### config.mk
export PLATFORM = sky130hd
export DESIGN_NAME = mem_port_arbiter
export DESIGN_NICKNAME = d
export VERILOG_FILES = /design/src/hw/mem_pkg.sv /design/src/hw/mem_port_arbiter.sv
export SDC_FILE = /design/constraint.sdc
export NUM_CORES = 1
export LEC_CHECK = 0
export ABC_AREA = 1
export BUFFER_PORTS_ARGS = -buffer_cell sky130_fd_sc_hd__buf_2
export CAP_MARGIN = 0
export CORE_AREA = 2 2 72 74
export DETAILED_ROUTE_END_ITERATION = 16
export DIE_AREA = 0 0 74 76
export SETUP_SLACK_MARGIN = 0.1
export SLEW_MARGIN = 25
export SYNTH_ARGS = -nofsm -noshare
export SYNTH_HDL_FRONTEND = slang
export SYNTH_SLANG_ARGS = --single-unit
### constraint.sdc
create_clock -name vclk -period 2.6
set_input_delay 0.52 -clock vclk [all_inputs]
set_output_delay 0.52 -clock vclk [all_outputs]
set_load 0.02 [all_outputs]
### src/hw/mem_pkg.sv
package mem_pkg;

  // ============================================================
  // Array geometry and bus widths
  // ============================================================
  localparam int MEM_WORDS   = 256;
  localparam int DATA_W      = 32;
  localparam int WORD_ADDR_W = 8;
  localparam int AXI_ADDR_W  = 12;
  localparam int STRB_W      = DATA_W / 8;
  localparam int ADDR_LSB    = $clog2(STRB_W);   // Byte offset bits within a word

  typedef logic [DATA_W-1:0]      data_t;
  typedef logic [WORD_ADDR_W-1:0] word_addr_t;
  typedef logic [AXI_ADDR_W-1:0]  axi_addr_t;
  typedef logic [STRB_W-1:0]      strb_t;

  // ============================================================
  // Memory request and port control
  // ============================================================
  typedef struct packed {
    logic       valid;
    logic       write;
    word_addr_t addr;
    strb_t      strb;    // Byte enables, zero for reads
    data_t      wdata;
  } mem_req_t;

  typedef enum logic [1:0] {
    IDLE,
    ACCESS,              // Request presented, waiting for grant
    RESP                 // Response held until master ready
  } port_state_e;

  localparam logic [1:0] RESP_OKAY   = 2'b00;
  localparam logic [1:0] RESP_SLVERR = 2'b10;

endpackage

### src/hw/mem_port_arbiter.sv
`timescale 1ns/1ps

module mem_port_arbiter
  import mem_pkg::*;
(
  input  mem_req_t a_req_i,
  input  mem_req_t b_req_i,
  output mem_req_t a_req_o,
  output mem_req_t b_req_o,
  output logic     a_grant_o,
  output logic     b_grant_o
);

  logic same_word;
  logic any_write;
  logic conflict;

  // ============================================================
  // Same-word conflict detection
  // ============================================================
  assign same_word = (a_req_i.addr == b_req_i.addr);
  assign any_write = a_req_i.write | b_req_i.write;
  assign conflict  = a_req_i.valid & b_req_i.valid & same_word & any_write;

  // A always wins, B retries next cycle with the same request
  assign a_grant_o = a_req_i.valid;
  assign b_grant_o = b_req_i.valid & ~conflict;

  always_comb
  begin
    a_req_o       = a_req_i;
    a_req_o.valid = a_grant_o;
    b_req_o       = b_req_i;
    b_req_o.valid = b_grant_o;   // Stalled request never reaches the array
  end

endmodule

# --- Word level (Yosys, flattened, before mapping) ---
# Cells that the tools add are included.
# Widths: inputs -> output; s select.
totals:
  register_bits: 0
  word_cells: 7
  in_bits: 92
op_classes:
  eq_ne: 1
  n_bitwise: 6
op_table:
  columns: ["op", "count"]
  rows:
  - ["$eq 8x8->1", 1]
  - ["$and 1x1->1", 4]
  - ["$not 1->1", 1]
  - ["$or 1x1->1", 1]

# --- Longest topological paths before layout ---
# Gate-level depths: netlist of the first run.
depth:
  depth_word: 5
  mapped_depth: 8
  mapped_depth_nobuf: 7

# --- Worst setup path after synthesis of the first run ---
# No wires, ideal clock.
synth_timing:
  path_type: "in2out"
  startpoint: "input port b_req_i[43] (netlist name)"
  endpoint: "output port b_req_o[45] (netlist name)"
  t_arrival_ps: 1356
  required_time_ps: 2080
  setup_slack_ps: 724
  path_stages: 7
  path_buffers: 1
  path_cell_list: "inv_1 -> o21ai_0 -> inv_1 -> nand3_1 -> nor2_1 -> nor2_1 -> buf_4"
synth_between:
  elab_chain_len: 5
synth_lines:
  columns: ["element", "line_no", "rtl"]
  rows:
  - ["from (decl)", "mem_port_arbiter.sv:7", "input mem_req_t b_req_i,"]
  - ["$eq 8x8->1", "mem_port_arbiter.sv:21", "assign same_word = (a_req_i.addr == b_req_i.addr);"]
  - ["$and 1x1->1 (2 in a row)", "mem_port_arbiter.sv:23", "assign conflict = a_req_i.valid & b_req_i.valid & same_word & any_write;"]
  - ["$not 1->1", "mem_port_arbiter.sv:27", "assign b_grant_o = b_req_i.valid & ~conflict;"]
  - ["$and 1x1->1", "mem_port_arbiter.sv:27", null]
  - ["to (decl)", "mem_port_arbiter.sv:9", "output mem_req_t b_req_o,"]
# No other way between the ends.

# --- Worst setup path in the final report of the first run ---
layout_timing:
  startpoint: "input port b_req_i[37] (netlist name)"
  endpoint: "output port b_grant_o"
layout_between:
  elab_chain_len: 5
layout_lines:
  columns: ["element", "line_no", "rtl"]
  rows:
  - ["$eq 8x8->1", "mem_port_arbiter.sv:21", null]
  - ["$and 1x1->1 (2 in a row)", "mem_port_arbiter.sv:23", null]
  - ["$not 1->1", "mem_port_arbiter.sv:27", null]
  - ["$and 1x1->1", "mem_port_arbiter.sv:27", null]
  - ["to (decl)", "mem_port_arbiter.sv:11", "output logic b_grant_o"]
# No other way between the ends.

==> flow_summary.json, run 1 <==
{
  "vias": 483,
  "drc_errors": 0,
  "path_max_fanout": 2,
  "max-slew-margin-rel_pct": 89.8,
  "p_total_uw": 79.4,
  "fmax_ghz": 0.556,
  "tns_ps": 0,
  "post-route-min-period_ps": 1800,
  "synth.area.top_cells": "buf_4, nand2_1, inv_1",
  "ant_nets": 0,
  "rsz0062_at_grt": "false",
  "cp_data_arrival_time_ps": 1280,
  "setup_viol": 0,
  "die_w_um": 74,
  "grt_pass1_vias": 382,
  "slew_violations": 0,
  "hold_path.startpoint": "a_req_i[13]",
  "grt_use_total_pct": 4.10,
  "synth.distinct_cells": 7,
  "grt_max_degree": 4,
  "seq_cells": 0,
  "area_growth_pct": -45.7,
  "cts_hold_buf": 0,
  "p_leak_nw": 0.315,
  "initial_utilization_pct": 17.8,
  "clkbuf_count": 0,
  "syn_inst": 139,
  "yosys_warnings": 0,
  "die_area_um2": 5620,
  "dp_hpwl_um": 1280,
  "grt_pass1_wl_um": 1770,
  "cts_setup_buffers": 0,
  "fin_nets": 182,
  "antenna_found_initial": 0,
  "seq_area_um2": 0,
  "core_area_um2": 4910,
  "die_height_um": 76,
  "drive_above_1_share_pct": 47.7,
  "first_pass_iters": 2,
  "dp_cells": 158,
  "synthesis.area_um2": 876,
  "yosysSeqAreaShare_pct": 0,
  "grt-ovfl-total": 0,
  "ir_worst_vdd_uv": 25.5,
  "crit_start": "b_req_i[37]",
  "crit_type": "in2out",
  "synth_common_cells": "buf_4, nand2_1, inv_1, nor2_1, o21ai_0",
  "worst_ep_required_time_ps": 2080,
  "wirelength_um": 1450,
  "worstMarginPinSlew_ps": 151,
  "min_path_type": "in2out",
  "fp-row-count": 26,
  "synth_top_area_share_pct": 79.7,
  "num_io_pins": 186,
  "status": "complete, no violations",
  "powerDensity_nw_per_um2": 167,
  "cp-start-kind": "input port",
  "port-buffer-count": 42,
  "whs_ps": 1040,
  "routedWlPerCell_um": 9.20,
  "avgSynthCellArea_um2": 6.30,
  "antenna_cells": 0,
  "gp_congestion": 0.556,
  "cts_resized": 0,
  "period_share_pct": 69.1,
  "vias_per_cell": 3.06,
  "post-route-util_pct": 9.68,
  "synth_most_common_cell": "buf_4",
  "synth_nets": 231,
  "drt_iter0_drc": 7,
  "synth_top_cell_by_area": "buf_4",
  "finalHoldViolations": 0,
  "maxCapViolCount": 0,
  "critical_path.endpoint_type": "output pin",
  "final_cells": 158
}
cell families after synthesis:
family          count (synthesis)  synth area share (%)
buf+inv                       108                  86.1
compound gates                  3                  1.71
simple gates                   28                  12.1
stage by stage:
stage	setup WS (ps)	instance area, um^2
after global placement	758	475
after detailed placement	735	475
after global routing	652	475
after floorplan	724	876
final	802	475
after CTS	734	475
power by group:
part / internal (mW) / switching, mW
Combinational: 0.0303 / 0.0490
Clock: 0 / 0
Sequential: 0 / 0
Total: 0.0303 / 0.0490
metal layers:
layer | track usage (%) | vias to the layer above | wire (um)
met5 | 0 | - | 0
met4 | 6.55 | 0 | 197
met3 | 2.12 | 32 | 234
met2 | 6.70 | 58 | 652
met1 | 2.24 | 182 | 369
li1 | - | 211 | -
layout by cell type (no fill, tap or decap), drive strengths merged:
cell   instances
nand2         17
inv           15
buf           42
o21ai          3
nor2          10
nand3          1
worst max-delay path: stages:
cell and delay [ps]:
buf_2 90, inv_1 40, nand2_1 60, nand2_1 50
nor2_1 140, nand2_1 70, nor2_1 100, nor2_1 50
buf_2 150
area by class of cell:
class | instances | area [um^2]
repair buffers | 42 | 210
inverters | 15 | 56.3
multi-input cells | 31 | 121
fillers | 583 | 4440
well taps | 70 | 87.6
final timing paths:
kind | to | slack [ps] | depth (start not counted)
worst min-delay path | a_req_o[13] | 1040 | 0
worst max-delay path | b_grant_o | 800 | 9
Note: power is estimated with default switching activity, not from simulation.
==> run 2: changes to the inputs <==
--- a/config.mk
+++ b/config.mk
@@ -5,7 +5,7 @@
 export SDC_FILE = /design/constraint.sdc
 export NUM_CORES = 1
 export LEC_CHECK = 0
-export ABC_AREA = 1
+export ABC_AREA = 0
 export BUFFER_PORTS_ARGS = -buffer_cell sky130_fd_sc_hd__buf_2
 export CAP_MARGIN = 0
 export CORE_AREA = 2 2 72 74
==> constraint.sdc (replaced) <==
create_clock -name vclk -period 1.7
set_input_delay 0.34 -clock vclk [all_inputs]
set_output_delay 0.34 -clock vclk [all_outputs]
set_load 0.02 [all_outputs]
==> flow_summary.json, run 2 <==
{
  "p_leak_nw": 0.244,
  "fin_nets": 148,
  "avgSynthCellArea_um2": 7.58,
  "vias": 371,
  "grt_pass1_wl_um": 1810,
  "port-buffer-count": 42,
  "grt_pass1_vias": 371,
  "crit_start": "a_req_i[36]",
  "first_pass_iters": 2,
  "die_height_um": 76,
  "crit_type": "in2out",
  "die_area_um2": 5620,
  "cp-start-kind": "input port",
  "whs_ps": 680,
  "worstMarginPinSlew_ps": 161,
  "cts_hold_buf": 0,
  "syn_inst": 105,
  "tns_ps": 0,
  "seq_area_um2": 0,
  "post-route-min-period_ps": 1640,
  "fp-row-count": 26,
  "finalWorstSetupSlack_ps": 60.8,
  "grt_use_total_pct": 4.21,
  "synthesis.area_um2": 796,
  "vias_per_cell": 2.99,
  "die_w_um": 74,
  "yosysSeqAreaShare_pct": 0,
  "drc_errors": 0,
  "wirelength_um": 1450,
  "synth_nets": 197,
  "cp_data_arrival_time_ps": 1300,
  "gp_congestion": 0.479,
  "dp_cells": 124,
  "worst_ep_required_time_ps": 1360,
  "antenna_found_initial": 0,
  "max-slew-margin-rel_pct": 89.2,
  "ant_nets": 0,
  "setup_viol": 0,
  "synth.distinct_cells": 7,
  "fin_area_um2": 505,
  "slew_violations": 0,
  "area_growth_pct": -36.5,
  "routedWlPerCell_um": 11.7,
  "path_max_fanout": 2,
  "num_io_pins": 186,
  "synth_most_common_cell": "buf_4",
  "cp-endpoint": "b_req_o[45]",
  "synth_common_cells": "buf_4, xnor2_1",
  "drt_iter0_drc": 1,
  "status": "complete, no violations",
  "synth.area.top_cells": "buf_4, xnor2_1, o41a_1",
  "final_cell_mix": "buf_2, buf_6, xnor2_2",
  "final_cells": 124,
  "maxCapViolCount": 0,
  "finalHoldViolations": 0,
  "period_share_pct": 96.4,
  "synth_top_cell_by_area": "buf_4",
  "cts_setup_buffers": 0,
  "critical_path.endpoint_type": "output pin",
  "ir_worst_vdd_uv": 37.8,
  "rsz0062_at_grt": "true",
  "min_path_type": "in2out",
  "seq_cells": 0,
  "clkbuf_count": 0,
  "grt-ovfl-total": 0,
  "dpl-instance-area_um2": 395,
  "dpl_worst_slack_ps": 11.1,
  "final_common_cell": "buf_2",
  "synth_top_area_share_pct": 87.7,
  "yosys_warnings": 0,
  "core_area_um2": 4910,
  "powerDensity_nw_per_um2": 289,
  "grt_max_degree": 4,
  "fmax_ghz": 0.610,
  "drive_above_1_share_pct": 88.9,
  "fillers": 562,
  "initial_utilization_pct": 16.2,
  "antenna_cells": 0
}
run 2: cells by family after synthesis:
| logic type | synth area share [%] |
|---|---|
| and+or+nand+nor | 1.41 |
| AOI/OAI and AO/OA | 2.04 |
| xor gates and xnor gates | 8.81 |
| buffers and inverters | 87.7 |
run 2: stage by stage:
stage | power [mW] | util [%]
floorplan | 0.342 | -
global placement | 0.119 | 8.05
detailed placement | 0.120 | 8.05
CTS | 0.147 | 10.1
global route | 0.157 | 10.3
finish | 0.146 | 10.3
run 2: cell type report:
type	count	area [um^2]	share of cell area, %
Timing Repair Buffer	42	275	54.5
Multi-Input combinational cell	12	143	28.2
Tap cell	70	87.6	17.3
run 2: how the worst min path moves through the flow:
| stage | from | to | slack [ps] | depth (start not counted) |
|---|---|---|---|---|
| after global routing | b_req_i[9] | b_req_o[9] | 680 | 0 |
| after detailed placement | a_req_i[11] | a_req_o[11] | 680 | 0 |
| after floorplan | a_req_i[45] | a_grant_o | 790 | 1 |
| after global placement | a_req_i[11] | a_req_o[11] | 680 | 0 |
| final | a_req_i[21] | a_req_o[21] | 680 | 0 |
| after CTS | a_req_i[11] | a_req_o[11] | 680 | 0 |
run 2: layer usage:
layer	global-route usage, %	part of all wire [%]	vias to the layer above
met2	7.50	47	63
met5	0	0	-
li1	-	-	130
met4	5.64	11	0
met3	2.78	19	30
met1	1.84	22	148
run 2: critical path: stages:
cell,delay [ps]
buf_6,90
xnor2_1,140
nand3_1,100
o41a_1,450
buf_4,170
run 2: timing repair:
item	in CTS	in global routing
gates resized for setup	17	1
setup endpoints to repair	2	2
pin swaps	5	1
run 2: report_power, final:
part	total [mW]	internal (mW)	switching [mW]
Clock	0	0	0
Sequential	0	0	0
Combinational	0.146	0.0723	0.0740
Total	0.146	0.0723	0.0740
