==> src/hw/mem_pkg.sv <==
package mem_pkg;

  // ============================================================
  // Array geometry and bus widths
  // ============================================================
  localparam int MEM_WORDS   = 256;
  localparam int DATA_W      = 32;
  localparam int WORD_ADDR_W = 8;
  localparam int AXI_ADDR_W  = 12;
  localparam int STRB_W      = DATA_W / 8;
  localparam int ADDR_LSB    = $clog2(STRB_W);   // Byte offset bits within a word

  typedef logic [DATA_W-1:0]      data_t;
  typedef logic [WORD_ADDR_W-1:0] word_addr_t;
  typedef logic [AXI_ADDR_W-1:0]  axi_addr_t;
  typedef logic [STRB_W-1:0]      strb_t;

  // ============================================================
  // Memory request and port control
  // ============================================================
  typedef struct packed {
    logic       valid;
    logic       write;
    word_addr_t addr;
    strb_t      strb;    // Byte enables, zero for reads
    data_t      wdata;
  } mem_req_t;

  typedef enum logic [1:0] {
    IDLE,
    ACCESS,              // Request presented, waiting for grant
    RESP                 // Response held until master ready
  } port_state_e;

  localparam logic [1:0] RESP_OKAY   = 2'b00;
  localparam logic [1:0] RESP_SLVERR = 2'b10;

endpackage

==> src/hw/axil_mem_port.sv <==
`timescale 1ns/1ps

module axil_mem_port
  import mem_pkg::*;
(
  input  logic       clk_i,
  input  logic       arst_n_i,

  input  axi_addr_t  s_awaddr_i,
  input  logic       s_awvalid_i,
  output logic       s_awready_o,
  input  data_t      s_wdata_i,
  input  strb_t      s_wstrb_i,
  input  logic       s_wvalid_i,
  output logic       s_wready_o,
  output logic [1:0] s_bresp_o,
  output logic       s_bvalid_o,
  input  logic       s_bready_i,
  input  axi_addr_t  s_araddr_i,
  input  logic       s_arvalid_i,
  output logic       s_arready_o,
  output data_t      s_rdata_o,
  output logic [1:0] s_rresp_o,
  output logic       s_rvalid_o,
  input  logic       s_rready_i,

  output mem_req_t   req_o,
  input  logic       grant_i,
  input  data_t      rdata_i
);

  port_state_e state_q;
  mem_req_t    req_q;
  logic        rd_wait_q;
  logic        bvalid_q;
  logic        rvalid_q;
  logic [1:0]  resp_q;
  data_t       rdata_q;

  logic        aw_hs;
  logic        ar_hs;
  logic        aw_oor;
  logic        ar_oor;

  // ============================================================
  // Channel handshakes
  // ============================================================
  // Write needs AW and W together, read waits while any write is pending
  assign s_awready_o = (state_q == IDLE) & s_awvalid_i & s_wvalid_i;
  assign s_wready_o  = s_awready_o;
  assign s_arready_o = (state_q == IDLE) & s_arvalid_i & ~(s_awvalid_i | s_wvalid_i);

  assign aw_hs = s_awready_o;
  assign ar_hs = s_arready_o;

  // Array covers 1 KB of the 4 KB window
  assign aw_oor = |s_awaddr_i[AXI_ADDR_W-1:ADDR_LSB+WORD_ADDR_W];
  assign ar_oor = |s_araddr_i[AXI_ADDR_W-1:ADDR_LSB+WORD_ADDR_W];

  // ============================================================
  // Port FSM
  // ============================================================
  always_ff @(posedge clk_i or negedge arst_n_i)
  begin
    if (!arst_n_i)
    begin
      state_q   <= IDLE;
      req_q     <= '0;
      rd_wait_q <= 1'b0;
      bvalid_q  <= 1'b0;
      rvalid_q  <= 1'b0;
      resp_q    <= RESP_OKAY;
      rdata_q   <= '0;
    end
    else
    begin
      case (state_q)
        IDLE:
        begin
          if (aw_hs)
          begin
            if (aw_oor)
            begin
              bvalid_q <= 1'b1;
              resp_q   <= RESP_SLVERR;
              state_q  <= RESP;
            end
            else
            begin
              req_q   <= '{valid: 1'b1, write: 1'b1,
                           addr: s_awaddr_i[ADDR_LSB +: WORD_ADDR_W],
                           strb: s_wstrb_i, wdata: s_wdata_i};
              state_q <= ACCESS;
            end
          end
          else if (ar_hs)
          begin
            if (ar_oor)
            begin
              rvalid_q <= 1'b1;
              resp_q   <= RESP_SLVERR;
              rdata_q  <= '0;
              state_q  <= RESP;
            end
            else
            begin
              req_q   <= '{valid: 1'b1, write: 1'b0,
                           addr: s_araddr_i[ADDR_LSB +: WORD_ADDR_W],
                           strb: '0, wdata: '0};
              state_q <= ACCESS;
            end
          end
        end
        ACCESS:
        begin
          if (grant_i)
          begin
            req_q.valid <= 1'b0;
            state_q     <= RESP;
            if (req_q.write)
            begin
              bvalid_q <= 1'b1;
              resp_q   <= RESP_OKAY;
            end
            else
              rd_wait_q <= 1'b1;   // Array data lands next cycle
          end
        end
        RESP:
        begin
          if (rd_wait_q)
          begin
            rd_wait_q <= 1'b0;
            rvalid_q  <= 1'b1;
            resp_q    <= RESP_OKAY;
            rdata_q   <= rdata_i;
          end
          if (bvalid_q && s_bready_i)
          begin
            bvalid_q <= 1'b0;
            state_q  <= IDLE;
          end
          if (rvalid_q && s_rready_i)
          begin
            rvalid_q <= 1'b0;
            state_q  <= IDLE;
          end
        end
        default: state_q <= IDLE;
      endcase
    end
  end

  assign req_o = req_q;

  assign s_bvalid_o = bvalid_q;
  assign s_bresp_o  = resp_q;
  assign s_rvalid_o = rvalid_q;
  assign s_rresp_o  = resp_q;
  assign s_rdata_o  = rdata_q;

endmodule

==> config.mk <==
export PLATFORM = sky130hd
export DESIGN_NAME = axil_mem_port
export DESIGN_NICKNAME = d
export VERILOG_FILES = /design/src/hw/mem_pkg.sv /design/src/hw/axil_mem_port.sv
export SDC_FILE = /design/constraint.sdc
export NUM_CORES = 1
export LEC_CHECK = 0
export ABC_AREA = 1
export BUFFER_PORTS_ARGS = -buffer_cell sky130_fd_sc_hd__buf_2
export CAP_MARGIN = 20
export CORE_MARGIN = 10
export CORE_UTILIZATION = 45
export DETAILED_ROUTE_END_ITERATION = 8
export PLACE_DENSITY = 0.81
export SKIP_CTS_REPAIR_TIMING = 1
export SYNTH_ARGS = -nofsm -noshare
export SYNTH_HDL_FRONTEND = slang
export SYNTH_SLANG_ARGS = --single-unit
==> constraint.sdc <==
create_clock -name clk_i -period 5.1 [get_ports clk_i]
set_input_delay 1.02 -clock clk_i [delete_from_list [all_inputs] [get_ports clk_i]]
set_output_delay 1.02 -clock clk_i [all_outputs]
set_load 0.02 [all_outputs]
Word-level counts from Yosys, hierarchy flattened
Index checks and enable logic that the tools add are counted.
{ "word_totals": {"regBits": 85, "output_inout_bits": 87, "elab_cells": 98} }
{ "op_classes": {"muxes": 42, "n_reduce_logical": 18, "n_eq_ne": 21, "n_bitwise": 6} }
{ "op_table": {"columns": ["cell", "n"], "rows": [
  ["$mux W46", 4],
  ["$mux W32", 4],
  ["$pmux W32 S2", 1],
  ["$mux W2", 14],
  ["$ne A2 B2 Y1 const B", 12],
  ["$ne A3 B3 Y1 const B", 7],
  ["$reduce_and A5 Y1", 3],
  ["$mux W1", 13],
  ["$pmux W2 S3", 2],
  ["$reduce_bool A2 Y1", 4],
  ["$reduce_and A7 Y1", 1],
  ["$pmux W1 S2", 3],
  ["$reduce_and A3 Y1", 2],
  ["$reduce_and A6 Y1", 1],
  ["$and A1 B1 Y1", 4],
  ["$reduce_and A4 Y1", 1],
  ["$reduce_or A2 Y1", 2],
  ["$pmux W1 S3", 1],
  ["$reduce_bool A3 Y1", 1],
  ["$eq A2 B1 Y1 const B", 1],
  ["$eq A2 B2 Y1 const B", 1],
  ["$logic_and A1 B1 Y1", 2],
  ["$logic_not A2 Y1", 1],
  ["$not A1 Y1", 1],
  ["$or A1 B1 Y1", 1]
]} }

Depth between registers and ports, before layout
{ "depth": {"word_depth": 6, "ltp_mapped": 11} }

Least setup slack after synthesis
Ideal clock, no wire load.
{ "synth_path": {"kind": "in2out", "start": "input s_awvalid_i", "end": "output s_wready_o", "arrival_time_ns": 1.861, "t_required_ns": 4.080, "cell_stages": 4, "path_slack_ns": 2.219, "n_path_buf": 2, "path_cell_list": "nand3_2 -> clkinv_2 -> clkbuf_1 -> buf_4"} }
{ "synth_between": {"elab_chain_cells": 2} }
{ "synth_lines": {"columns": ["item", "line_no", "text"], "rows": [
  ["start, declared", "axil_mem_port.sv:10", "input logic s_awvalid_i,"],
  ["$and A1 B1 Y1 (2 in a row)", "axil_mem_port.sv:49", "assign s_awready_o = (state_q == IDLE) & s_awvalid_i & s_wvalid_i;"],
  ["end, declared", "axil_mem_port.sv:15", "output logic s_wready_o,"]
]} }
Every way passes these cells.

Worst setup path in the final report
{ "layout_path": {"start": "register state_q[1]", "end": "output s_wready_o"} }
{ "layout_between": {"elab_chain_cells": 3} }
{ "layout_lines": {"columns": ["item", "line_no", "text"], "rows": [
  ["start, declared", "axil_mem_port.sv:32", "port_state_e state_q;"],
  ["start signal, assigned", "axil_mem_port.sv:67", "state_q <= IDLE;"],
  ["start signal, assigned", "axil_mem_port.sv:86", "state_q <= RESP;"],
  ["start signal, assigned", "axil_mem_port.sv:93", "state_q <= ACCESS;"],
  ["$logic_not A2 Y1", "axil_mem_port.sv:49", null],
  ["$and A1 B1 Y1 (2 in a row)", "axil_mem_port.sv:49", null]
]} }
Every way passes these cells.

==> results_dict.tcl <==
set metrics [dict create \
    grtUsageTotal 0.164 \
    area_growth_pct 27.3 \
    clk_latency_ns 0.34 \
    worst_pin_slew_ns 0.919 \
    comb_power_share 0.478 \
    io_pins 187 \
    yosysUniqueCellTypes 25 \
    synth-seq-cells 84 \
    min_to "req_o[9]" \
    path_class "reg -> out" \
    holdWs_ns 0.470 \
    cp.required_ns 4.08 \
    hold_violations 0 \
    cpMaxStageDelayCell "clkinv_2" \
    die_h_um 113 \
    cts.reportedPaths.clkPinSlew_ns 0.08 \
    numCtsBuffers 9 \
    dp_hpwl_mm 8.01 \
    worstHoldStart "req_o[9]" \
    overflow 0 \
    synth_edf_count 0 \
    ys_top_cells_by_count "172 x nand2_1, 84 x dfrtp_1, 44 x nand3_1, 22 x o21ai_2, 20 x o21ai_0" \
    syn_area_mm2 0.00386 \
    power_frac_clock 0.153 \
    wl_per_cell_um 15.1 \
    syn_area_per_cell_um2 8.78 \
    slowest_delay_ns 0.54 \
    synthArstFlopShare 1.00 \
    cts_tree "yes" \
    finish.utilization 0.592 \
    path_buf_inv 3 \
    p_total_mw 2.82 \
    synth.largest_area_cell "dfrtp_1" \
    die_width_um 113 \
    drive_above_1_share 0.387 \
    postRouteWirelength_mm 10.8 \
    yosysTopAreaCellShare 0.544 \
    fmax_mhz 284 \
    path_cells "inv_1, ha_1, nand3_2, clkinv_2, buf_2" \
    antenna_left 0 \
    r2r_end "req_o[36]" \
    r2r_start "state_q[1]" \
    ir_drop_mv 0.272 \
    arrival_ns 2.50 \
    dp.cells 698 \
    post-route-min-period_ns 3.52 \
    min_path_cells 2 \
    rsz0062_at_grt "no" \
    grt_max_degree 85 \
    cts-root-buf "clkbuf_8" \
    yosysMostFrequentCell "nand2_1" \
    drt_pass1_iterations 5 \
    power_density_mw_per_mm2 573 \
    finalNetCount 710 \
    hold_class "reg -> reg" \
    swShare 0.460 \
    core_area_mm2 0.00830 \
    synth_warnings 0 \
    drc 0 \
    num_rows 33 \
    synth-seq-area-share 0.544 \
    maxCapViolCount 0 \
    critPathTopFamily "buffers and inverters" \
    synthCells 440 \
    maxSlewHeadroom 0.386 \
    finClkSkew_ns 0.0107 \
    drt_iter0_drc 324 \
    p_leak_nw 2.77 \
    clkSinkCount 84 \
    num_vias 3511 \
    design.die.area_mm2 0.0127 \
    io_buffers 180 \
    synth.area.top_cells "dfrtp_1 54%, nand2_1 17%, nand3_1 5.7%" \
    start_kind "register" \
    fillers 761 \
    r2r_setup_slack_ns 2.14 \
    fin_cells 715 \
    grt_pass1_vias 3506 \
    rr_worst_depth 8 \
    p_int_mw 1.52 \
    p_sw_mw 1.30 \
    setup_tns_ns 0 \
    status "finished, final reports clean" \
    gp_congestion 0.856 \
    vias_per_cell 4.91 \
    htreeDepth 3 \
    critPathMaxFanout 47 \
    ys.flop_type "dfrtp_1" \
    cp-end-kind "output pin" \
    initial_utilization 0.465 \
    final_max_slew_viol_count 0 \
    timing.final.crit_share 0.690 \
    antenna_cells 0 \
    grt_first_pass_wirelength_mm 17.5 \
    setup_viol 0 \
    clockBufferDepth 2 \
    seq_power_share 0.370 \
    antenna_found_initial 1 \
]
[how the worst max path moves through the flow]
stage                     start           to  slack (ns)  depth (start not counted)
floorplan           s_awvalid_i   s_wready_o        2.22                          4
global placement    s_awvalid_i   s_wready_o        1.84                          4
detailed placement  s_awvalid_i   s_wready_o        1.80                          4
CTS                  state_q[1]   s_wready_o        1.60                          5
global route         state_q[1]  s_awready_o        1.40                          5
finish               state_q[1]   s_wready_o        1.58                          5
[cells in the final DEF (no fill, tap or decap), drive strengths merged, types with 4 or more instances in the layout]
cell    netlist  layout
dfrtp        84      84
clkinv        1       4
clkbuf       11      11
buf          19     183
or2           8       8
o21ai        51      51
inv          15      15
nand3        47      47
nor2         12      12
ha            5       5
a21oi         7       7
nand2       175     175
[logic make-up after synthesis]
group	after synthesis	share of synthesized area
buffers and inverters	46	0.0671
and+or+nand+nor	244	0.271
DFF	84	0.544
adders and majority gates	5	0.0162
AOI/OAI and AO/OA	60	0.100
other	1	0.000971
[flip-flops by register name, indices dropped and copies added (netlist names)]
name and flops:
s_bresp_o 1, s_bvalid_o 1, state_q 2, req_o 46, rd_wait_q 1, s_rdata_o 32, s_rvalid_o 1
[final cells by class]
type / instances / area [µm²] / share of cell area
clock inverter: 5 / 37.5 / 0.00763
tap: 105 / 131 / 0.0267
timing repair buffer: 183 / 938 / 0.191
multi-input combinational: 311 / 1510 / 0.306
sequential: 84 / 2100 / 0.427
inverter: 16 / 61.3 / 0.0125
clock buffer: 11 / 141 / 0.0288
[metal layers]
layer / wire length [µm] / GRT usage / part of all wire
met4: 90 / 0.0389 / 0.0083
met3: 1420 / 0.0911 / 0.13
met2: 4710 / 0.247 / 0.44
met1: 4550 / 0.201 / 0.42
met5: 12 / 0 / 0.0011
[power groups by stage]
| stage | clock, mW | combinational (mW) | sequential, mW |
|---|---|---|---|
| 6_report | 0.430 | 1.35 | 1.04 |
| 5_1_grt | 0.472 | 1.50 | 1.07 |
| 4_1_cts | 0.446 | 1.36 | 1.04 |
| 3_5_place_dp | 0 | 1.36 | 1.05 |
| 3_3_place_gp | 0 | 1.33 | 1.04 |
| 2_1_floorplan | 0 | 0.695 | 1.33 |
[through the flow]
stage | setup slack (ns) | instance area (µm²)
2_1_floorplan | 2.22 | 3870
3_3_place_gp | 1.84 | 4720
3_5_place_dp | 1.80 | 4720
4_1_cts | 1.60 | 4900
5_1_grt | 1.40 | 4920
6_report | 1.58 | 4920
[worst min-delay path: stages, from the launching register on]
cell and delay, ns:
dfrtp_1 0.34, nand2_1 0.05, nand2_1 0.05
(Power assumes the default switching activity.)
